<file path="src/design/vwBusPkg.sv">
`default_nettype none

package vwBusPkg;

   localparam int defDataW = 32;

   typedef logic [31:0]          busAddr_t;
   // beat count minus one
   typedef logic [7:0]           busLen_t;
   typedef logic [defDataW-1:0]  busData_t;

   typedef struct packed {
      logic                      valid;
      busAddr_t                  addr;
      busData_t                  wdata;
      logic [defDataW/8-1:0]     wstrb;
      busLen_t                   len;
   } busReq_t;

endpackage

`default_nettype wire
</file>
<file path="src/design/vwCfgPkg.sv">
`default_nettype none

package vwCfgPkg;

   import vwBusPkg::*;

   localparam int defMemAddrW = 10;
   localparam int defPeriodW  = 10;

   typedef logic [defMemAddrW-1:0] memAddr_t;
   typedef logic [defPeriodW-1:0]  period_t;

   typedef struct packed {
      memAddr_t   iterations;
      period_t    period;
      period_t    duty;
      memAddr_t   shift;
      memAddr_t   incr;
   } genCfg_t;

   typedef struct packed {
      memAddr_t   iterations;
      period_t    period;
      period_t    duty;
      memAddr_t   start;
      memAddr_t   shift;
      memAddr_t   incr;
      period_t    delay;
      memAddr_t   iterations2;
      memAddr_t   shift2;
   } nestCfg_t;

   typedef struct packed {
      busAddr_t   extAddr;
      busLen_t    length;
      logic       pingPong;
      logic       reverseB;
      genCfg_t    genA;
      nestCfg_t   genB;
      // B start before the ping-pong half is applied
      memAddr_t   startB;
   } vwCfg_t;

endpackage

`default_nettype wire

</file>
<file path="src/design/vWrite.sv">
`timescale 1ns/100ps
`default_nettype none

module vWrite
   import vwCfgPkg::*, vwBusPkg::*;
#(
   parameter int dataW    = defDataW,
   parameter int memAddrW = defMemAddrW
)
(
   input  logic      clk,
   input  logic      rst,
   input  logic      run,
   input  vwCfg_t    cfg,
   input  busData_t  in0,
   output busReq_t   bus,
   input  logic      busReady,
   input  logic      busLast,
   output logic      wrEn,
   output memAddr_t  wrAddr,
   output busData_t  wrData,
   output logic      rdEn,
   output memAddr_t  rdAddr,
   input  busData_t  rdData,
   output logic      done
);

   logic       ppState;
   memAddr_t   startA;
   memAddr_t   startB;
   logic       genValid;
   logic       genReady;
   memAddr_t   genAddr;
   logic       genBDone;
   logic       memEnB;
   memAddr_t   rawAddrB;
   logic       busValid;
   busData_t   busData;
   logic       doneA;
   logic       doneB;

   function automatic memAddr_t reverseBits(memAddr_t word);
      memAddr_t res;
      for (int i = 0; i < memAddrW; i++)
         res[i] = word[memAddrW-1-i];
      return res;
   endfunction

   // A reads the half that B is not writing
   always_comb
   begin
      startA = '0;
      startA[memAddrW-1] = cfg.pingPong & ~ppState;
   end

   always_comb
   begin
      startB = cfg.startB;
      if (cfg.pingPong)
         startB[memAddrW-1] = ppState;
   end

   always_ff @(posedge clk or posedge rst)
   begin
      if (rst)
      begin
         ppState <= 1'b0;
         doneA   <= 1'b1;
         doneB   <= 1'b1;
      end
      else if (run)
      begin
         ppState <= cfg.pingPong & ~ppState;
         doneA   <= 1'b0;
         doneB   <= 1'b0;
      end
      else
      begin
         doneB <= genBDone;
         if (busValid & busReady & busLast)
            doneA <= 1'b1;
      end
   end

   assign done = doneA & doneB;

   addrGenStream #(.memAddrW(memAddrW)) uGenA (
      .clk   (clk),
      .rst   (rst),
      .run   (run),
      .cfg   (cfg.genA),
      .start (startA),
      .ready (genReady),
      .valid (genValid),
      .addr  (genAddr),
      .done  ()
   );

   addrGenNested #(.memAddrW(memAddrW)) uGenB (
      .clk   (clk),
      .rst   (rst),
      .run   (run),
      .cfg   (cfg.genB),
      .start (startB),
      .memEn (memEnB),
      .addr  (rawAddrB),
      .done  (genBDone)
   );

   memReader #(.dataW(dataW)) uReader (
      .clk    (clk),
      .rst    (rst),
      .sValid (genValid),
      .sReady (genReady),
      .sAddr  (genAddr),
      .mValid (busValid),
      .mReady (busReady),
      .mData  (busData),
      .rdEn   (rdEn),
      .rdAddr (rdAddr),
      .rdData (rdData)
   );

   // every enabled B cycle stores in0
   assign wrEn   = memEnB;
   assign wrAddr = cfg.reverseB ? reverseBits(rawAddrB) : rawAddrB;
   assign wrData = in0;

   always_comb
   begin
      bus.valid = busValid;
      bus.addr  = cfg.extAddr;
      bus.wdata = busData;
      bus.wstrb = '1;
      bus.len   = cfg.length;
   end

endmodule

`default_nettype wire

</file>
<file path="src/design/memReader.sv">
`timescale 1ns/100ps
`default_nettype none

module memReader
   import vwCfgPkg::*, vwBusPkg::*;
#(
   parameter int dataW = defDataW
)
(
   input  logic      clk,
   input  logic      rst,
   input  logic      sValid,
   output logic      sReady,
   input  memAddr_t  sAddr,
   output logic      mValid,
   input  logic      mReady,
   output busData_t  mData,
   output logic      rdEn,
   output memAddr_t  rdAddr,
   input  busData_t  rdData
);

   logic [dataW-1:0] fifo [2];
   logic             wrPtr;
   logic             rdPtr;
   logic [1:0]       count;
   logic [2:0]       occ;
   logic             pending;
   logic             push;
   logic             pop;

   // read issued last cycle, its data is on rdData now
   assign push = pending;
   assign pop  = mValid & mReady;

   // fifo words plus the read in flight never exceed two
   assign occ    = {1'b0, count} + {2'b00, pending};
   assign sReady = occ < ({2'b00, pop} + 3'd2);

   assign rdEn   = sValid & sReady;
   assign rdAddr = sAddr;

   assign mValid = count != 2'd0;
   assign mData  = fifo[rdPtr];

   always_ff @(posedge clk or posedge rst)
   begin
      if (rst)
      begin
         pending <= 1'b0;
         wrPtr   <= 1'b0;
         rdPtr   <= 1'b0;
         count   <= '0;
      end
      else
      begin
         pending <= rdEn;
         if (push)
            wrPtr <= ~wrPtr;
         if (pop)
            rdPtr <= ~rdPtr;
         count <= count + {1'b0, push} - {1'b0, pop};
      end
   end

   always_ff @(posedge clk)
   begin
      if (push)
         fifo[wrPtr] <= rdData;
   end

endmodule

`default_nettype wire

</file>
<file path="src/design/addrGenNested.sv">
`timescale 1ns/100ps
`default_nettype none

module addrGenNested
   import vwCfgPkg::*;
#(
   parameter int memAddrW = defMemAddrW
)
(
   input  logic      clk,
   input  logic      rst,
   input  logic      run,
   input  nestCfg_t  cfg,
   input  memAddr_t  start,
   output logic      memEn,
   output memAddr_t  addr,
   output logic      done
);

   typedef enum logic [1:0] {stIdle, stDelay, stRun} state_t;

   state_t              state;
   period_t             delayCnt;
   period_t             perCnt;
   logic [memAddrW-1:0] iterCnt;
   logic [memAddrW-1:0] iter2Cnt;
   logic                dutyOn;
   logic                perEnd;
   logic                innerEnd;
   logic                outerEnd;

   assign dutyOn   = perCnt < cfg.duty;
   assign perEnd   = perCnt == cfg.period - 1'b1;
   assign innerEnd = perEnd && (iterCnt == cfg.iterations - 1'b1);
   assign outerEnd = innerEnd && (iter2Cnt == cfg.iterations2 - 1'b1);

   assign memEn = (state == stRun) && dutyOn;
   assign done  = state == stIdle;

   always_ff @(posedge clk or posedge rst)
   begin
      if (rst)
      begin
         state    <= stIdle;
         delayCnt <= '0;
         perCnt   <= '0;
         iterCnt  <= '0;
         iter2Cnt <= '0;
         addr     <= '0;
      end
      else if (run)
      begin
         state    <= (cfg.delay == '0) ? stRun : stDelay;
         delayCnt <= '0;
         perCnt   <= '0;
         iterCnt  <= '0;
         iter2Cnt <= '0;
         addr     <= start;
      end
      else
      begin
         case (state)
            stDelay:
            begin
               if (delayCnt == cfg.delay - 1'b1)
                  state <= stRun;
               else
                  delayCnt <= delayCnt + 1'b1;
            end
            stRun:
            begin
               // no stall here, one step per cycle
               addr <= addr
                     + (dutyOn ? cfg.incr : '0)
                     + (perEnd ? cfg.shift : '0)
                     + (innerEnd ? cfg.shift2 : '0);
               if (perEnd)
               begin
                  perCnt <= '0;
                  if (innerEnd)
                  begin
                     iterCnt <= '0;
                     if (outerEnd)
                        state <= stIdle;
                     else
                        iter2Cnt <= iter2Cnt + 1'b1;
                  end
                  else
                  begin
                     iterCnt <= iterCnt + 1'b1;
                  end
               end
               else
               begin
                  perCnt <= perCnt + 1'b1;
               end
            end
            default:
            begin
               state <= stIdle;
            end
         endcase
      end
   end

endmodule

`default_nettype wire

</file>
<file path="src/design/addrGenStream.sv">
`timescale 1ns/100ps
`default_nettype none

module addrGenStream
   import vwCfgPkg::*;
#(
   parameter int memAddrW = defMemAddrW
)
(
   input  logic      clk,
   input  logic      rst,
   input  logic      run,
   input  genCfg_t   cfg,
   input  memAddr_t  start,
   input  logic      ready,
   output logic      valid,
   output memAddr_t  addr,
   output logic      done
);

   logic                active;
   logic [memAddrW-1:0] iterCnt;
   period_t             perCnt;
   logic                dutyOn;
   logic                perEnd;
   logic                lastIter;
   logic                step;

   assign dutyOn   = perCnt < cfg.duty;
   assign perEnd   = perCnt == cfg.period - 1'b1;
   assign lastIter = iterCnt == cfg.iterations - 1'b1;

   assign valid = active & dutyOn;
   // idle duty cycles advance without waiting for ready
   assign step  = active & (~dutyOn | ready);
   assign done  = ~active;

   always_ff @(posedge clk or posedge rst)
   begin
      if (rst)
      begin
         active  <= 1'b0;
         iterCnt <= '0;
         perCnt  <= '0;
         addr    <= '0;
      end
      else if (run)
      begin
         active  <= 1'b1;
         iterCnt <= '0;
         perCnt  <= '0;
         addr    <= start;
      end
      else if (step)
      begin
         // incr on enabled cycles, shift on the last cycle of a period
         addr <= addr + (dutyOn ? cfg.incr : '0) + (perEnd ? cfg.shift : '0);
         if (perEnd)
         begin
            perCnt <= '0;
            if (lastIter)
               active <= 1'b0;
            else
               iterCnt <= iterCnt + 1'b1;
         end
         else
         begin
            perCnt <= perCnt + 1'b1;
         end
      end
   end

endmodule

`default_nettype wire

</file>
<file path="config.mk">
export PLATFORM = sky130hd
export DESIGN_NAME = vWrite
export DESIGN_NICKNAME = d
export VERILOG_FILES = /design/src/design/vwBusPkg.sv /design/src/design/vwCfgPkg.sv /design/src/design/vWrite.sv /design/src/design/memReader.sv /design/src/design/addrGenNested.sv /design/src/design/addrGenStream.sv
export SDC_FILE = /design/constraint.sdc
export NUM_CORES = 1
export LEC_CHECK = 0
export BUFFER_PORTS_ARGS = -buffer_cell sky130_fd_sc_hd__buf_2
export CORE_UTILIZATION = 50
export DETAILED_ROUTE_END_ITERATION = 10
export GPL_ROUTABILITY_DRIVEN = 0
export PLACE_DENSITY = 0.79
export SYNTH_ARGS = -nofsm -noshare
export SYNTH_HDL_FRONTEND = slang
export SYNTH_SLANG_ARGS = --single-unit
</file>
<file path="constraint.sdc">
create_clock -name clk -period 6 [get_ports clk]
set_input_delay 0.6 -clock clk [delete_from_list [all_inputs] [get_ports clk]]
set_output_delay 0.6 -clock clk [all_outputs]
set_load 0.02 [all_outputs]
</file>
Word-level counts from Yosys, hierarchy flattened
Memories as Yosys holds them, arrays and structs flattened.
Cells that the tools add are included.
{ "word_totals": {"ff_bits": 91, "ram_bits": 64, "inputBits": 261, "wordCells": 138, "memories": 1} }
{ "classes": {"n_addsub": 21, "n_lt_le_gt_ge": 3, "n_eq_ne": 15, "muxes": 49, "bitwise_logic": 12, "n_reduce_logical": 20} }
{ "memory_table": {"columns": ["memory", "depth", "word_bits", "read_ports", "rd_clocked_by_memory_dff", "wr", "line_no", "text"], "rows": [
  ["uReader.fifo", 2, 32, 1, 0, 1, "memReader.sv:23", "logic [dataW-1:0] fifo [2];"]
]} }
{ "op_table": {"columns": ["cell", "count"], "rows": [
  ["$mux W10", 32],
  ["$add A10 B1 Y10 const B", 6],
  ["$eq A10 B10 Y1", 6],
  ["$sub A10 B1 Y10 const B", 6],
  ["$add A10 B10 Y10", 5],
  ["$lt A10 B10 Y1", 2],
  ["$reduce_bool A2 Y1", 9],
  ["$mux W2", 6],
  ["$ne A3 B2 Y1 const B", 4],
  ["$logic_not A10 Y1", 1],
  ["$mux W1", 10],
  ["$reduce_and A4 Y1", 2],
  ["$and A1 B1 Y1", 7],
  ["$ne A2 B2 Y1 const B", 3],
  ["$reduce_and A3 Y1", 2],
  ["$not A1 Y1", 4],
  ["$pmux W2 S2", 1],
  ["$reduce_and A2 Y1", 2],
  ["$add A1 B2 Y3 const B", 1],
  ["$add A2 B1 Y3", 1],
  ["$logic_and A1 B1 Y1", 3],
  ["$lt A3 B3 Y1", 1],
  ["$add A2 B1 Y2", 1],
  ["$eq A2 B1 Y1 const B", 1],
  ["other kinds (4)", 4]
]} }

Longest topological paths before layout
{ "depth": {"ltp_word": 9, "depth_mapped": 25, "mapped_depth_nobuf": 22} }

Cells and area by module
Synthesis repeated with hierarchy kept, for this count alone.
{ "unflattened": {"cells_unflattened": 1262, "area_unflattened_um2": 12187.9} }
{ "by_module_without_submodules": {"columns": ["module", "n_inst", "cells_per_inst", "area_per_inst_um2", "seq_area_each_um2"], "rows": [
  ["addrGenNested", 1, 620, 5114.9, 1301.2],
  ["addrGenStream", 1, 406, 3384.5, 775.7],
  ["memReader", 1, 134, 2806.4, 2047.0],
  ["vWrite", 1, 102, 882.1, 77.6]
]} }

Worst setup path before layout
OpenSTA, ideal clock, no wires.
{ "synth_path": {"kind": "input -> register", "start": "input port cfg[82] (netlist bit)", "end": "register uGenB.addr[9]", "setup_time_ns": 0.135, "arrival_ns": 5.577, "required_ns": 5.865, "setup_slack_ns": 0.288, "path_stages": 22, "n_path_buf": 3, "path_cell_list": "clkbuf_1 > nor4_2 > nand2_1 > or4b_1 > nor2b_1 > nor3_2 > buf_4 > clkbuf_1 > nand2_1 > fa_1 > fa_1 > inv_1 > ha_1 > fa_1 > a21oi_1 > o2111ai_1 > a21o_1 > a21oi_1 > xnor3_1 > and3_1 > mux2i_1 > o311ai_1"} }
{ "synth_via": {"elab_chain_len": 7, "word_cells_on_any_way": 9, "classes_between": "add/sub (3); eq/ne (1); mux (4); reduce/logical (1)"} }
{ "synth_rtl": {"columns": ["item", "line_no", "text"], "rows": [
  ["start, declared", "vWrite.sv:14", "input vwCfg_t cfg,"],
  ["$sub A10 B1 Y10 *", "addrGenNested.sv:33", "assign perEnd = perCnt == cfg.period - 1'b1;"],
  ["$eq A10 B10 Y1 *", "addrGenNested.sv:33", null],
  ["$mux W10 or $logic_and A1 B1 Y1 (tied branches)", "addrGenNested.sv:75, addrGenNested.sv:34", null],
  ["$add A10 B10 Y10 or $mux W10 (tied branches)", "addrGenNested.sv:75, addrGenNested.sv:76", null],
  ["$add A10 B10 Y10 *", "addrGenNested.sv:76", "+ (innerEnd ? cfg.shift2 : '0);"],
  ["$mux W10 *", "addrGenNested.sv:62", "case (state)"],
  ["$mux W10 *", "addrGenNested.sv:51", "else if (run)"],
  ["end signal, assigned", "addrGenNested.sv:58", "addr <= start;"],
  ["end signal, assigned", "addrGenNested.sv:73", "addr <= addr"],
  ["end, declared", "addrGenNested.sv:16", "output memAddr_t addr,"]
]} }
Every way passes the cells marked *; elsewhere a longest branch is shown, timed or not. The select of a mux whose other input is x is not followed.
A chain may end at the register's enable or synchronous reset.

Worst setup path after layout
{ "layout_path": {"start": "input port cfg[84] (netlist bit)", "end": "register uGenB.addr[9]"} }
The elaborated chain is that of the path after synthesis.

==> results by stage <==
Setup path:
- The signal arrival time at the worst endpoint is approximately 5.8 ns.
- In this run the critical register-to-register path is launched from uGenB.perCnt[7]$_DFFE_PP0P_.
- The worst reg2reg path depth is 21.
- The category of the critical setup timing path is input port to flop.
- The worst setup path is captured at a flop.
- The top fanout value on the critical path is 22.
- The setup slack of the worst register-to-register path is roughly 0.51 ns.
- Data on the critical path is required at its endpoint by 6.27 ns.
- The worst setup path is launched from an input port.
- The capturing point of the worst reg2reg path is uGenB.addr[9]$_DFFE_PP0P_.

Yosys:
- For this run, the number of Yosys warnings is 0.
- The cell count after synthesis came out at approximately 1300.
- For this run, the register share of the synthesized area comes to 0.361.
- The predominant post-synthesis flop cell is dfrtp_1.
- Counting flops with an async set or reset pin after synthesis yields a share of 0.587.
- Sorting the synthesized cells by how often they occur yields inv_1 (121), nand2_1 (110), dfrtp_1 (89).
- The most repeated cell in the gate-level netlist after synthesis is inv_1.
- After synthesis, the mean cell area works out to slightly above 9 um^2.
- The share of synthesized area in the top cell type comes to 0.191.
- Yosys mapped a number of flops with a built-in enable equal to between 60 and 70.
- The largest total area in the synthesized netlist belongs to dfrtp_1.
- After synthesis, the cell types taking the most area are dfrtp_1 (19%), edfxtp_1 (17%), ha_1 (5.5%), buf_4 (5.2%), fa_1 (4.8%).
- The synthesized design contains between 150 and 200 register bits.
- The netlist uses between 70 and 80 different library cells.
- The cell area that synthesis handed to floorplanning was between 0.01 and 0.015 mm^2.

CTS:
- After clock tree synthesis, the clock-pin slew on the worst setup and hold paths is approximately 0.070 ns.
- The clock passes through at most 2 buffers.
- The total number of clock tree sinks is 155.
- After clock tree synthesis, the repair step resized 0 gates.
- The post-CTS setup repair buffer count is 0.
- The cell at the root of the clock tree is clkbuf_16.
- The H-tree was split into 4 levels.
- The total clock buffers created by CTS is 17.
- The clock insertion delay at the later pin of the skew report is ~0.42 ns.
- Hold repair after CTS inserted 0 buffers.
- TritonCTS built the clock tree.

Floorplan:
- The area enclosed by the die boundary is between 0.02 and 0.025 mm^2.
- The floorplan step defined a core boundary enclosing 0.0227 mm^2.
- The number of core rows is 55.
- The die is 155 um tall.
- The initial utilization of the core area, before any placement, comes to 0.512.
- 393 I/O pins were placed.
- The die is between 150 and 200 um wide.

STA:
- The count of final setup violators is 0.
- The accumulated negative setup slack is 0 ns.
- The clock skew after layout is 0.0157 ns.
- In this run the tightest slew margin relative to its limit is 0.437.
- The final clock period utilization by the worst path is 0.925.
- Hold is met by between 0.2 and 0.25 ns.
- The count of final max-slew check failures was 0.
- Setup repair after global routing left no endpoint under its margin.
- In the post-route analysis, the smallest setup slack over all paths is around 0.45 ns.
- The worst-margin pin slew is ~0.84 ns.
- The final hold violation count is 0.
- The minimum clock period is approximately 5.6 ns.
- The maximum frequency from static timing analysis is around 180 MHz.

Detailed routing:
- The first routing iteration left between 500 and 600 violations.
- After detailed routing, the number of remaining DRC violations is 0.
- For this run, the detailed router's first-pass iteration total came to 5.
- The total number of vias is 9508.
- The sum of routed wire length over all layers is about 27 mm.
- After detailed routing, the number of vias per cell comes to around 5.6.
- The detail-routed net length per standard cell is roughly 16 um.
- Once detail routing completed, the nets flagged for antenna violations numbered 0.

Global routing:
- The leftover overflow at the end of global routing is 0.
- For this run, the total global-route usage over all layers was measured as 0.222.
- The number of antenna violations at the first check in global routing is 1.
- The pin count of the biggest net entering global routing is 47.
- The first-pass GRT wire length is roughly 43 mm.
- The number of global-route vias before repair is between 9000 and 10000.

Placement:
- The placed wire-length estimate is 20.3 mm.
- Port buffering added 234 buffers.
- Prior to clock tree synthesis, the placed netlist has a worst setup slack of between 0.04 and 0.05 ns.
- The number of cells after detailed placement is around 1700.

Power and ir drop:
- The analysis attributes to net switching a power of around 1500 uW.
- In this run the power density over the cells is roughly 300 mW/mm^2.
- Of the total power, the share spent switching nets is 0.377.
- The share of total power in combinational logic is 0.368.
- The peak ir drop on the vdd network is roughly 0.23 mV.
- The sequential cell fraction of total power is 0.361.
- The internal power is approximately 2500 uW.
- In this run the static leakage power is between 0.006 and 0.007 uW.
- The share of total power dissipated in the clock network is 0.270.

Cells and area:
- In the final layout, the share of cells above drive strength 1 is 0.238.
- The number of antenna diodes in the final layout is 0.
- The final layout net count is ~1700.
- The non-filler instance count after layout is between 1500 and 2000.
- From synthesis to final layout, the design area changed by 13.1%.

Status:
- The run finished with clean final reports.

Run:
- The tool flagged a number of max-cap violations equal to 0.

Min path:
- The kind of path behind the tightest hold check is input port to async pin.
[routing by layer]
layer,up-vias,part of all wire,GRT usage
met5,-,0.00049,0
met4,2,0.016,0.0679
met3,43,0.057,0.0381
met2,287,0.48,0.379
met1,4552,0.44,0.289
li1,4624,-,-
[worst max path at each step]
stage,start,to,slack [ns],cells after the start
after floorplan,cfg[82],uGenB.addr[9]$_DFFE_PP0P_,0.29,22
after global placement,cfg[84],uGenB.addr[9]$_DFFE_PP0P_,0.22,21
after detailed placement,cfg[84],uGenB.addr[9]$_DFFE_PP0P_,0.05,21
after CTS,cfg[84],uGenB.addr[9]$_DFFE_PP0P_,0.48,21
after global routing,cfg[90],uGenB.addr[9]$_DFFE_PP0P_,0.21,24
final,cfg[84],uGenB.addr[9]$_DFFE_PP0P_,0.45,22
[cells in the final DEF (no fill, tap or decap), types with 6 or more instances in the layout]
cell       Yosys  final
a21o_1        12     12
a21oi_1       70     70
and2_1        20     20
and3_1        25     25
buf_2          2    234
buf_4         80     13
clkbuf_16      0     17
dfrtp_1       89     89
edfxtp_1      64     64
fa_1          28     28
ha_1          51     51
inv_1        121    120
mux2_2        37     37
mux2i_1       11     11
nand2_1      110    110
nand2b_1       9      9
nand3_1       33     33
nand3b_1       8      8
nand4_1       18     18
nor2_1        65     65
nor2b_1       18     16
nor3_1        28     28
nor3b_1       14     14
nor4_1         8      8
o21ai_0       62     62
o311ai_0       6      6
o31ai_1       14     14
or3_1         13     13
or4_1         14     14
xnor2_1       57     57
xor2_1        37     37
[power by group through the flow]
stage | Clock [uW] | Combinational, uW | Sequential (uW)
2_1_floorplan | 0 | 1100 | 1490
3_3_place_gp | 0 | 1460 | 1470
4_1_cts | 1120 | 1500 | 1470
3_5_place_dp | 0 | 1500 | 1480
5_1_grt | 1160 | 1640 | 1490
6_report | 1100 | 1490 | 1460
[state kept, by name, summed over array words and instances (netlist names), 2 cells and up]
signal,count
uReader.fifo,64
uGenB.perCnt,10
uGenA.iterCnt,10
uGenB.state,2
uGenB.addr,10
uGenB.iterCnt,10
uGenB.iter2Cnt,10
uGenA.addr,10
uGenB.delayCnt,10
uGenA.perCnt,10
uReader.count,2
[worst max-delay path, stage by stage]
cell and delay (ns):
buf_2 0.13, nor4_2 0.46, a221o_1 0.23, o311ai_0 0.14, nor2b_1 0.33, nor3_4 0.10
buf_4 0.21, and3_1 0.20, fa_1 0.54, inv_1 0.07, fa_1 0.50, inv_1 0.04
ha_1 0.22, fa_1 0.41, a21oi_1 0.20, o2111ai_1 0.23, a21o_1 0.23, a21oi_1 0.14
xnor3_1 0.42, and3_1 0.19, mux2i_1 0.13, o311ai_1 0.12
[per-stage QoR]
step                cell area (um^2)  power (uW)  utilization
floorplan                      11600        2590            -
global placement               12500        2930        0.552
detailed placement             12500        2980        0.552
CTS                            13200        4090        0.579
global route                   13200        4290        0.579
finish                         13200        4050        0.579
[logic make-up (layout without fill, tap and decap cells)]
family / Yosys count / in the layout / share of synthesized area
compound gates: 225 / 225 / 0.123
xor+xnor: 95 / 95 / 0.0727
fa+ha+maj: 79 / 79 / 0.103
buf+inv: 237 / 400 / 0.103
flops: 155 / 155 / 0.361
mux: 48 / 48 / 0.0453
other cells: 1 / 4 / 0.000322
simple gates: 416 / 416 / 0.192
[layout make-up]
cell class / instances / area [um^2]
multi-input combinational: 867 / 6260
fill: 1994 / 9550
sequential: 155 / 4200
timing repair buffer: 247 / 1270
clock buffer: 17 / 425
tap: 285 / 357
clock inverter: 15 / 188
inverter: 121 / 457
Power figures use the tool's default switching activity.
